$ cat src/rtl/decode_pkg.sv
// ~~~~~~~~~~~~~~~~~~~~~~~~~~~~~~
// Shared RV32I decode definitions
// Base integer ISA only; funct7 0x01 (MULDIV) is not recognized
// LDST encodings follow the load funct3 values
// ~~~~~~~~~~~~~~~~~~~~~~~~~~~~~~

package decode_pkg;

    // Instruction field widths
    localparam int ILEN       = 32;
    localparam int REG_ADDR_W = 5;
    localparam int FUNCT3_W   = 3;
    localparam int FUNCT7_W   = 7;

    // Major opcodes, instr[6:0]
    typedef enum logic [6:0] {
        OP     = 7'h33,
        OP_IMM = 7'h13,
        LOAD   = 7'h03,
        STORE  = 7'h23,
        LUI    = 7'h37,
        AUIPC  = 7'h17,
        JAL    = 7'h6f,
        JALR   = 7'h67,
        BRANCH = 7'h63,
        SYSTEM = 7'h73
    } opcode_t;

    typedef enum logic [3:0] {
        ALU_ADD  = 4'd0,
        ALU_SUB  = 4'd1,
        ALU_SLL  = 4'd2,
        ALU_SLT  = 4'd3,
        ALU_SLTU = 4'd4,
        ALU_XOR  = 4'd5,
        ALU_SRL  = 4'd6,
        ALU_SRA  = 4'd7,
        ALU_OR   = 4'd8,
        ALU_AND  = 4'd9,
        ALU_DC   = 4'hf
    } alu_op_t;

    typedef enum logic [2:0] {
        IMM_I  = 3'd0,
        IMM_S  = 3'd1,
        IMM_SB = 3'd2,
        IMM_U  = 3'd3,
        IMM_UJ = 3'd4
    } imm_mode_t;

    // Same values as the load funct3 field
    typedef enum logic [2:0] {
        LDST_B  = 3'd0,
        LDST_H  = 3'd1,
        LDST_W  = 3'd2,
        LDST_BU = 3'd4,
        LDST_HU = 3'd5,
        LDST_DC = 3'd7
    } ldst_mode_t;

    // How funct3/funct7 are interpreted for the ALU
    typedef enum logic [1:0] {
        ALU_CLASS_REG       = 2'd0,
        ALU_CLASS_IMM       = 2'd1,
        ALU_CLASS_FIXED_ADD = 2'd2
    } alu_class_t;

    typedef enum logic [1:0] {
        MEM_NONE  = 2'd0,
        MEM_LOAD  = 2'd1,
        MEM_STORE = 2'd2
    } mem_kind_t;

    localparam logic [FUNCT7_W-1:0] FUNCT7_INT     = 7'h00;
    localparam logic [FUNCT7_W-1:0] FUNCT7_ALT_INT = 7'h20;
    localparam logic [11:0]         FUNCT12_ECALL  = 12'h000;

    // Integer funct3 codes
    localparam logic [FUNCT3_W-1:0] FUNCT3_ADD_SUB = 3'd0;
    localparam logic [FUNCT3_W-1:0] FUNCT3_SLL     = 3'd1;
    localparam logic [FUNCT3_W-1:0] FUNCT3_SLT     = 3'd2;
    localparam logic [FUNCT3_W-1:0] FUNCT3_SLTU    = 3'd3;
    localparam logic [FUNCT3_W-1:0] FUNCT3_XOR     = 3'd4;
    localparam logic [FUNCT3_W-1:0] FUNCT3_SRL_SRA = 3'd5;
    localparam logic [FUNCT3_W-1:0] FUNCT3_OR      = 3'd6;
    localparam logic [FUNCT3_W-1:0] FUNCT3_AND     = 3'd7;

    // JALR only defines funct3 zero
    localparam logic [FUNCT3_W-1:0] FUNCT3_JALR = 3'd0;

endpackage

$ cat src/rtl/alu_op_decode.sv
// ~~~~~~~~~~~~~~~~~~~~~~~~~~~~~~
// funct3/funct7 to ALU operation
// Combinational; MULDIV funct7 is illegal
// Illegal encodings give ALU_DC
// ~~~~~~~~~~~~~~~~~~~~~~~~~~~~~~
`timescale 1ns/100ps

module alu_op_decode (
    input  decode_pkg::alu_class_t            alu_class,
    input  logic [decode_pkg::FUNCT3_W-1:0]   funct3,
    input  logic [decode_pkg::FUNCT7_W-1:0]   funct7,
    output decode_pkg::alu_op_t               alu_op,
    output logic                              alu_illegal
);

    logic f7_int;
    logic f7_alt;
    logic is_reg;

    assign f7_int = (funct7 == decode_pkg::FUNCT7_INT);
    assign f7_alt = (funct7 == decode_pkg::FUNCT7_ALT_INT);
    assign is_reg = (alu_class == decode_pkg::ALU_CLASS_REG);

    always_comb begin
        alu_op      = decode_pkg::ALU_DC;
        alu_illegal = 1'b0;

        if (alu_class == decode_pkg::ALU_CLASS_FIXED_ADD) begin
            alu_op = decode_pkg::ALU_ADD;
        end else if (is_reg || alu_class == decode_pkg::ALU_CLASS_IMM) begin
            unique case (funct3)
                decode_pkg::FUNCT3_ADD_SUB: begin
                    // Immediate form has no SUB
                    if (!is_reg || f7_int)
                        alu_op = decode_pkg::ALU_ADD;
                    else if (f7_alt)
                        alu_op = decode_pkg::ALU_SUB;
                    else
                        alu_illegal = 1'b1;
                end
                decode_pkg::FUNCT3_SRL_SRA: begin
                    // Both forms carry the shift type in funct7
                    if (f7_int)
                        alu_op = decode_pkg::ALU_SRL;
                    else if (f7_alt)
                        alu_op = decode_pkg::ALU_SRA;
                    else
                        alu_illegal = 1'b1;
                end
                default: begin
                    unique case (funct3)
                        decode_pkg::FUNCT3_SLL:  alu_op = decode_pkg::ALU_SLL;
                        decode_pkg::FUNCT3_SLT:  alu_op = decode_pkg::ALU_SLT;
                        decode_pkg::FUNCT3_SLTU: alu_op = decode_pkg::ALU_SLTU;
                        decode_pkg::FUNCT3_XOR:  alu_op = decode_pkg::ALU_XOR;
                        decode_pkg::FUNCT3_OR:   alu_op = decode_pkg::ALU_OR;
                        decode_pkg::FUNCT3_AND:  alu_op = decode_pkg::ALU_AND;
                        default:                 alu_op = decode_pkg::ALU_DC;
                    endcase
                    // Register form only allows funct7 zero here
                    if (is_reg && !f7_int) begin
                        alu_op      = decode_pkg::ALU_DC;
                        alu_illegal = 1'b1;
                    end
                end
            endcase
        end
    end

endmodule

$ cat src/rtl/decode_ctrl.sv
// ~~~~~~~~~~~~~~~~~~~~~~~~~~~~~~
// Opcode control and registered output word
// One word per pop, only while execute credits remain
// Execute side must not return more than OUT_CREDITS
// ~~~~~~~~~~~~~~~~~~~~~~~~~~~~~~
`timescale 1ns/100ps

module decode_ctrl #(
    parameter int OUT_CREDITS = 2
) (
    input  logic                        clk,
    input  logic                        reset,
    input  logic [decode_pkg::ILEN-1:0] head,
    input  logic                        not_empty,
    output logic                        pop,
    output logic                        instr_credit,
    output decode_pkg::alu_class_t      alu_class,
    output decode_pkg::mem_kind_t       mem_kind,
    input  decode_pkg::alu_op_t         alu_op_dec,
    input  logic                        alu_illegal,
    input  decode_pkg::ldst_mode_t      ldst_mode_dec,
    input  logic                        ldst_illegal,
    input  logic                        ctrl_credit,
    output logic                        ctrl_valid,
    output logic                        rf_write,
    output logic                        mem_to_rf,
    output logic                        pc_to_rf,
    output logic                        ui_to_rf,
    output logic                        aui_to_rf,
    output logic                        mem_read,
    output logic                        mem_write,
    output logic                        use_imm,
    output logic                        use_rs1,
    output logic                        use_rs2,
    output logic                        syscall,
    output logic                        illegal_instr,
    output decode_pkg::imm_mode_t       imm_mode,
    output decode_pkg::alu_op_t         alu_op,
    output decode_pkg::ldst_mode_t      ldst_mode
);

    localparam int CW = $clog2(OUT_CREDITS + 1);

    decode_pkg::opcode_t   opcode;
    logic [2:0]            funct3;
    logic                  rs1_n0;
    logic                  rs2_n0;
    logic [CW-1:0]         credits;
    logic                  op_illegal;
    logic                  no_alu;
    logic [10:0]           flags;
    decode_pkg::imm_mode_t imm_sel;

    assign opcode = decode_pkg::opcode_t'(head[6:0]);
    assign funct3 = head[14:12];
    assign rs1_n0 = (head[19:15] != '0);
    assign rs2_n0 = (head[24:20] != '0);

    assign pop          = not_empty && (credits != '0);
    assign instr_credit = pop;

    // flags: rf_write, mem_to_rf, pc_to_rf, ui_to_rf, aui_to_rf, mem_read,
    // mem_write, use_imm, use_rs1, use_rs2, syscall
    always_comb begin
        flags      = '0;
        imm_sel    = decode_pkg::IMM_I;
        alu_class  = decode_pkg::ALU_CLASS_FIXED_ADD;
        mem_kind   = decode_pkg::MEM_NONE;
        op_illegal = 1'b0;
        no_alu     = 1'b0;
        unique case (opcode)
            decode_pkg::OP: begin
                flags     = {1'b1, 7'b0, rs1_n0, rs2_n0, 1'b0};
                alu_class = decode_pkg::ALU_CLASS_REG;
            end
            decode_pkg::OP_IMM: begin
                flags     = {1'b1, 6'b0, 1'b1, rs1_n0, 2'b0};
                alu_class = decode_pkg::ALU_CLASS_IMM;
            end
            decode_pkg::LOAD: begin
                flags    = {2'b11, 3'b0, 1'b1, 1'b0, 1'b1, rs1_n0, 2'b0};
                mem_kind = decode_pkg::MEM_LOAD;
            end
            decode_pkg::STORE: begin
                flags    = {6'b0, 2'b11, rs1_n0, rs2_n0, 1'b0};
                imm_sel  = decode_pkg::IMM_S;
                mem_kind = decode_pkg::MEM_STORE;
            end
            decode_pkg::LUI: begin
                flags   = {1'b1, 2'b0, 1'b1, 3'b0, 1'b1, 3'b0};
                imm_sel = decode_pkg::IMM_U;
            end
            decode_pkg::AUIPC: begin
                flags   = {1'b1, 3'b0, 1'b1, 2'b0, 1'b1, 3'b0};
                imm_sel = decode_pkg::IMM_U;
            end
            decode_pkg::JAL: begin
                flags   = {1'b1, 1'b0, 1'b1, 4'b0, 1'b1, 3'b0};
                imm_sel = decode_pkg::IMM_UJ;
            end
            decode_pkg::JALR: begin
                flags      = {1'b1, 1'b0, 1'b1, 4'b0, 1'b1, rs1_n0, 2'b0};
                op_illegal = (funct3 != decode_pkg::FUNCT3_JALR);
            end
            decode_pkg::BRANCH: begin
                // Branch condition is resolved downstream; 2 and 3 are unused
                flags      = {7'b0, 1'b1, rs1_n0, rs2_n0, 1'b0};
                imm_sel    = decode_pkg::IMM_SB;
                op_illegal = (funct3[2:1] == 2'b01);
            end
            decode_pkg::SYSTEM: begin
                if (head[31:20] == decode_pkg::FUNCT12_ECALL) begin
                    flags = {8'b0, rs1_n0, 1'b0, 1'b1};
                end else begin
                    op_illegal = 1'b1;
                    no_alu     = 1'b1;
                end
            end
            default: begin
                op_illegal = 1'b1;
                no_alu     = 1'b1;
            end
        endcase
    end

    // Credits and valid
    always_ff @(posedge clk) begin
        if (reset) begin
            credits       <= CW'(OUT_CREDITS);
            ctrl_valid    <= 1'b0;
            illegal_instr <= 1'b0;
        end else begin
            credits    <= credits + CW'(ctrl_credit) - CW'(pop);
            ctrl_valid <= pop;
            if (pop)
                illegal_instr <= op_illegal | alu_illegal | ldst_illegal;
        end
    end

    // Payload of the control word
    always_ff @(posedge clk) begin
        if (pop) begin
            {rf_write, mem_to_rf, pc_to_rf, ui_to_rf, aui_to_rf, mem_read,
             mem_write, use_imm, use_rs1, use_rs2, syscall} <= flags;
            imm_mode  <= imm_sel;
            alu_op    <= no_alu ? decode_pkg::ALU_DC : alu_op_dec;
            ldst_mode <= ldst_mode_dec;
        end
    end

    assert property (@(posedge clk) disable iff (reset) credits <= CW'(OUT_CREDITS))
        else $error("execute side returned more credits than it was given");

endmodule

$ cat src/rtl/instr_buffer.sv
// ~~~~~~~~~~~~~~~~~~~~~~~~~~~~~~
// Instruction FIFO on the fetch side
// Sender must honor credits; no full/empty backpressure
// Head is valid only while not_empty is high
// ~~~~~~~~~~~~~~~~~~~~~~~~~~~~~~
`timescale 1ns/100ps

module instr_buffer #(
    parameter int INSTR_DEPTH = 4
) (
    input  logic                        clk,
    input  logic                        reset,
    input  logic                        instr_valid,
    input  logic [decode_pkg::ILEN-1:0] instr,
    input  logic                        pop,
    output logic [decode_pkg::ILEN-1:0] head,
    output logic                        not_empty
);

    localparam int PW = (INSTR_DEPTH > 1) ? $clog2(INSTR_DEPTH) : 1;
    localparam int CW = $clog2(INSTR_DEPTH + 1);

    logic [decode_pkg::ILEN-1:0] slots [INSTR_DEPTH];
    logic [PW-1:0]               wr_ptr;
    logic [PW-1:0]               rd_ptr;
    logic [CW-1:0]               count;

    // Wrap at the last slot, depth need not be a power of two
    function automatic logic [PW-1:0] ptr_next(input logic [PW-1:0] ptr);
        return (ptr == PW'(INSTR_DEPTH - 1)) ? '0 : ptr + 1'b1;
    endfunction

    always_ff @(posedge clk) begin
        if (reset) begin
            wr_ptr <= '0;
            rd_ptr <= '0;
            count  <= '0;
        end else begin
            if (instr_valid)
                wr_ptr <= ptr_next(wr_ptr);
            if (pop)
                rd_ptr <= ptr_next(rd_ptr);
            count <= count + CW'(instr_valid) - CW'(pop);
        end
    end

    always_ff @(posedge clk) begin
        if (instr_valid)
            slots[wr_ptr] <= instr;
    end

    assign head      = slots[rd_ptr];
    assign not_empty = (count != '0);

    // Fetch side overran its credits
    assert property (@(posedge clk) disable iff (reset)
        !(instr_valid && count == CW'(INSTR_DEPTH)))
        else $error("instr_buffer write while full");

    assert property (@(posedge clk) disable iff (reset) !(pop && !not_empty))
        else $error("instr_buffer pop while empty");

endmodule

$ cat src/rtl/mem_op_decode.sv
// ~~~~~~~~~~~~~~~~~~~~~~~~~~~~~~
// funct3 to load/store width
// Combinational; MEM_NONE is never illegal
// ~~~~~~~~~~~~~~~~~~~~~~~~~~~~~~
`timescale 1ns/100ps

module mem_op_decode (
    input  decode_pkg::mem_kind_t           mem_kind,
    input  logic [decode_pkg::FUNCT3_W-1:0] funct3,
    output decode_pkg::ldst_mode_t          ldst_mode,
    output logic                            ldst_illegal
);

    always_comb begin
        ldst_mode    = decode_pkg::LDST_DC;
        ldst_illegal = 1'b0;

        unique case (mem_kind)
            decode_pkg::MEM_LOAD: begin
                unique case (funct3)
                    3'd0:    ldst_mode = decode_pkg::LDST_B;
                    3'd1:    ldst_mode = decode_pkg::LDST_H;
                    3'd2:    ldst_mode = decode_pkg::LDST_W;
                    3'd4:    ldst_mode = decode_pkg::LDST_BU;
                    3'd5:    ldst_mode = decode_pkg::LDST_HU;
                    default: ldst_illegal = 1'b1;
                endcase
            end
            decode_pkg::MEM_STORE: begin
                // No unsigned stores
                unique case (funct3)
                    3'd0:    ldst_mode = decode_pkg::LDST_B;
                    3'd1:    ldst_mode = decode_pkg::LDST_H;
                    3'd2:    ldst_mode = decode_pkg::LDST_W;
                    default: ldst_illegal = 1'b1;
                endcase
            end
            default: ldst_mode = decode_pkg::LDST_DC;
        endcase
    end

endmodule

$ cat src/rtl/riscv_decode.sv
// ~~~~~~~~~~~~~~~~~~~~~~~~~~~~~~
// RV32I decoder, credit flow on both sides
// Fetch starts with INSTR_DEPTH credits, execute with OUT_CREDITS
// Minimum latency two cycles from instr_valid to ctrl_valid
// ~~~~~~~~~~~~~~~~~~~~~~~~~~~~~~
`timescale 1ns/100ps

module riscv_decode #(
    parameter int INSTR_DEPTH = 4,
    parameter int OUT_CREDITS = 2
) (
    input  logic                        clk,
    input  logic                        reset,
    input  logic                        instr_valid,
    input  logic [decode_pkg::ILEN-1:0] instr,
    output logic                        instr_credit,
    input  logic                        ctrl_credit,
    output logic                        ctrl_valid,
    output logic                        rf_write,
    output logic                        mem_to_rf,
    output logic                        pc_to_rf,
    output logic                        ui_to_rf,
    output logic                        aui_to_rf,
    output logic                        mem_read,
    output logic                        mem_write,
    output logic                        use_imm,
    output logic                        use_rs1,
    output logic                        use_rs2,
    output logic                        syscall,
    output logic                        illegal_instr,
    output decode_pkg::imm_mode_t       imm_mode,
    output decode_pkg::alu_op_t         alu_op,
    output decode_pkg::ldst_mode_t      ldst_mode
);

    logic [decode_pkg::ILEN-1:0] head;
    logic                        not_empty;
    logic                        pop;
    decode_pkg::alu_class_t      alu_class;
    decode_pkg::mem_kind_t       mem_kind;
    decode_pkg::alu_op_t         alu_op_dec;
    logic                        alu_illegal;
    decode_pkg::ldst_mode_t      ldst_mode_dec;
    logic                        ldst_illegal;

    instr_buffer #(.INSTR_DEPTH(INSTR_DEPTH)) u_instr_buffer (
        .clk, .reset, .instr_valid, .instr, .pop, .head, .not_empty
    );

    // Field decoders see the buffer head directly
    alu_op_decode u_alu_op_decode (
        .alu_class   (alu_class),
        .funct3      (head[14:12]),
        .funct7      (head[31:25]),
        .alu_op      (alu_op_dec),
        .alu_illegal (alu_illegal)
    );

    mem_op_decode u_mem_op_decode (
        .mem_kind     (mem_kind),
        .funct3       (head[14:12]),
        .ldst_mode    (ldst_mode_dec),
        .ldst_illegal (ldst_illegal)
    );

    decode_ctrl #(.OUT_CREDITS(OUT_CREDITS)) u_decode_ctrl (
        .clk, .reset, .head, .not_empty, .pop, .instr_credit,
        .alu_class, .mem_kind, .alu_op_dec, .alu_illegal,
        .ldst_mode_dec, .ldst_illegal, .ctrl_credit, .ctrl_valid,
        .rf_write, .mem_to_rf, .pc_to_rf, .ui_to_rf, .aui_to_rf,
        .mem_read, .mem_write, .use_imm, .use_rs1, .use_rs2, .syscall,
        .illegal_instr, .imm_mode, .alu_op, .ldst_mode
    );

endmodule

$ cat config.mk
export PLATFORM = sky130hd
export DESIGN_NAME = riscv_decode
export DESIGN_NICKNAME = d
export VERILOG_FILES = /design/src/rtl/decode_pkg.sv /design/src/rtl/alu_op_decode.sv /design/src/rtl/decode_ctrl.sv /design/src/rtl/instr_buffer.sv /design/src/rtl/mem_op_decode.sv /design/src/rtl/riscv_decode.sv
export SDC_FILE = /design/constraint.sdc
export NUM_CORES = 1
export LEC_CHECK = 0
export ABC_AREA = 1
export BUFFER_PORTS_ARGS = -buffer_cell sky130_fd_sc_hd__buf_2
export CORE_MARGIN = 8
export CORE_UTILIZATION = 60
export DETAILED_ROUTE_END_ITERATION = 8
export PLACE_DENSITY = 0.8
export SKIP_LAST_GASP = 1
export SLEW_MARGIN = 0
export SYNTH_ARGS = -nofsm -noshare
export SYNTH_HDL_FRONTEND = slang
export SYNTH_HIERARCHICAL = 1
export SYNTH_SLANG_ARGS = --single-unit
$ cat constraint.sdc
create_clock -name clk -period 7.7 [get_ports clk]
set_input_delay 0.385 -clock clk [delete_from_list [all_inputs] [get_ports clk]]
set_output_delay 0.385 -clock clk [all_outputs]
set_load 0.01 [all_outputs]
==> results_dict.tcl <==
set metrics [dict create \
    outcome "completed" \
    diodes 0 \
    cts_max_level 4 \
    die_area_um2 14300 \
    num_io_pins 60 \
    drc 0 \
    dpl_worst_slack_ns 4.19 \
    end_kind "flop" \
    wl_um 11400 \
    slew_headroom_pct 36.8 \
    fin_tns_setup_ns 0 \
    min_period_ns 3.60 \
    cts_inserted_buffers 17 \
    hold_viol 0 \
    cts_setup_buffers 0 \
    grt_pass1_vias 4039 \
    die_h_um 120 \
    nets 700 \
    post_dp_cell_area_um2 6720 \
    wire_per_inst_um 14.2 \
    switching_share_pct 36.5 \
    worstRegToRegCells 21 \
    critical_path_arrival_ns 4.00 \
    cts_tree "done" \
    path_clk_slew_ns 0.07 \
    numPortBuffers 54 \
    p_leak_nw 3.09 \
    multi_input_area_um2 1690 \
    grt_setup_unrepaired "false" \
    cts_resized 0 \
    critPathRequiredTime_ns 8.10 \
    grt_pass1_wl_um 18700 \
    dr.pass1.iters 5 \
    fin_ws_ns 4.10 \
    comb_power_share_pct 32.6 \
    globalRouteOverflowTotal 0 \
    clkPwrFrac_pct 29.3 \
    min_path_type "primary input to flop" \
    cts.sinks 141 \
    timing.final.crit_share_pct 46.8 \
    switchingPower_w 0.000938 \
    finalClockSkew_ns 0.00779 \
    clkLatencyLatePin_ns 0.52 \
    initial_core_util_pct 62.0 \
    drv_cap 0 \
    fill_cells 749 \
    grt_use_total_pct 16.4 \
    p_seq_share_pct 38.1 \
    cts_hold_buf 0 \
    via_per_inst 5.13 \
    hpwl_um 7220 \
    setup_violations 0 \
    p_per_area_nw_per_um2 354 \
    critPathCapture "u_decode_ctrl/illegal_instr$_SDFFE_PP0P_" \
    antenna_found_initial 1 \
    netlist_instances 595 \
    vias 4107 \
    r2r-end "u_decode_ctrl/illegal_instr$_SDFFE_PP0P_" \
    cts-root-buf "clkbuf_8" \
    core-area_um2 10400 \
    regArea_um2 4110 \
    rows 37 \
    syn_nets 643 \
    cp_max_fo 108 \
    synthesis.area_um2 6430 \
    die_w_um 120 \
    critPathKind "flop to flop" \
    place_congestion 0.887 \
    design_area_um2 7280 \
    final_layout_size_suffix_gt1_share_pct 19.8 \
    area_growth_pct 13.2 \
    drtAntennaViolNets 0 \
    synth_warnings 6 \
    slew_viol_final 0 \
    tightest_slew_ns 0.948 \
    hp-start "instr[20]" \
    p_int_w 0.00164 \
    syn_area_per_cell_um2 10.8 \
    clock.fmax_mhz 278 \
    worstSetupStartpointType "flop" \
    rrSetupSlack_ns 4.10 \
    grt_max_degree 109 \
    dr.first_iter.drc_count 268 \
    ir_drop_uv 204 \
    clk_path_buf_depth 2 \
]
## cell usage in the layout (no fill, tap or decap), drive strengths merged
cell type / instances
a2111oi: 1
ha: 11
xor2: 1
fa: 1
clkbuf: 17
a21oi: 35
clkinv: 3
o21ai: 39
nand3b: 5
or2: 3
nor3: 2
o211ai: 28
nand3: 22
edfxtp: 128
buf: 61
dfxtp: 13
clkinvlp: 2
nand4: 2
inv: 126
nor2: 45
nand2: 120
## worst min-delay path by stage
stage / to / slack, ns / cells past startpoint
2_1_floorplan: u_instr_buffer/count[1]$_SDFF_PP0_ / 0.45 / 1
3_3_place_gp: flop / 0.48 / 2
3_5_place_dp: flop / 0.52 / 2
4_1_cts: u_instr_buffer/slots[3][20]$_DFFE_PP_ / 0.06 / 1
5_1_grt: u_instr_buffer/slots[2][22]$_DFFE_PP_ / 0.07 / 1
6_report: u_instr_buffer/slots[3][20]$_DFFE_PP_ / 0.07 / 1
## metal layers
layer	vias up	share of wire, %	global-route usage, %
met5	-	0.11	0
met1	1912	42	18.9
met2	89	51	28.3
met4	2	1.5	6.48
li1	2086	-	-
met3	18	5.5	4.50
## per-stage QoR
step / hold WS (ns) / power [W] / util (%) / std cells
final: 0.0740 / 0.00257 / 70.2 / 801
after global routing: 0.0680 / 0.00274 / 70.2 / 801
after CTS: 0.0600 / 0.00259 / 70.2 / 801
after detailed placement: 0.520 / 0.00183 / 64.8 / 769
after global placement: 0.477 / 0.00178 / 64.8 / 769
after floorplan: 0.452 / 0.00169 / - / 595
## power groups by stage
stage | registers (W) | logic [W] | clock network, W
final | 0.000982 | 0.000838 | 0.000753
after global routing | 0.000992 | 0.000951 | 0.000798
after CTS | 0.000983 | 0.000843 | 0.000766
after detailed placement | 0.000999 | 0.000830 | 0
after global placement | 0.000994 | 0.000788 | 0
after floorplan | 0.00102 | 0.000666 | 0
## area by class of cell
type | instances | area share [%]
Sequential cell | 141 | 56.4
Multi-Input combinational cell | 315 | 23.2
Inverter | 116 | 5.98
Clock buffer | 17 | 5.69
Timing Repair Buffer | 61 | 4.44
Tap cell | 136 | 2.34
Clock inverter | 15 | 1.91
## critical path, cell delays in order, from the launching register on
cell and delay (ns):
dfxtp_2 0.31, buf_4 0.71, a21oi_1 0.17, o21ai_0 0.11, nand2_1 0.14, inv_1 0.10, nand2_1 0.09, nor2_4 0.15
nand2_1 0.16, nor3_1 0.37, nor2_4 0.10, inv_2 0.08, nor2_4 0.05, nand3_2 0.09, nand3_1 0.08, nand2_1 0.07
inv_1 0.03, or2_2 0.28, nor2_1 0.10, nand3_1 0.08, nor2_1 0.13, a21oi_2 0.06
## registers in the layout (all words and copies together), names as in the netlist, named ones only
name,flops
u_decode_ctrl/alu_op,4
u_decode_ctrl/mem_write,1
u_decode_ctrl/aui_to_rf,1
u_decode_ctrl/credits,2
u_instr_buffer/wr_ptr,2
u_decode_ctrl/rf_write,1
u_decode_ctrl/use_imm,1
u_instr_buffer/count,3
u_decode_ctrl/ldst_mode,3
u_instr_buffer/slots,108
u_decode_ctrl/ui_to_rf,1
u_decode_ctrl/use_rs1,1
u_decode_ctrl/mem_to_rf,1
u_decode_ctrl/use_rs2,1
u_decode_ctrl/illegal_instr,1
u_decode_ctrl/syscall,1
u_decode_ctrl/imm_mode,3
u_instr_buffer/rd_ptr,2
u_decode_ctrl/pc_to_rf,1
u_decode_ctrl/ctrl_valid,1
Note: power is estimated with default switching activity, not from simulation.
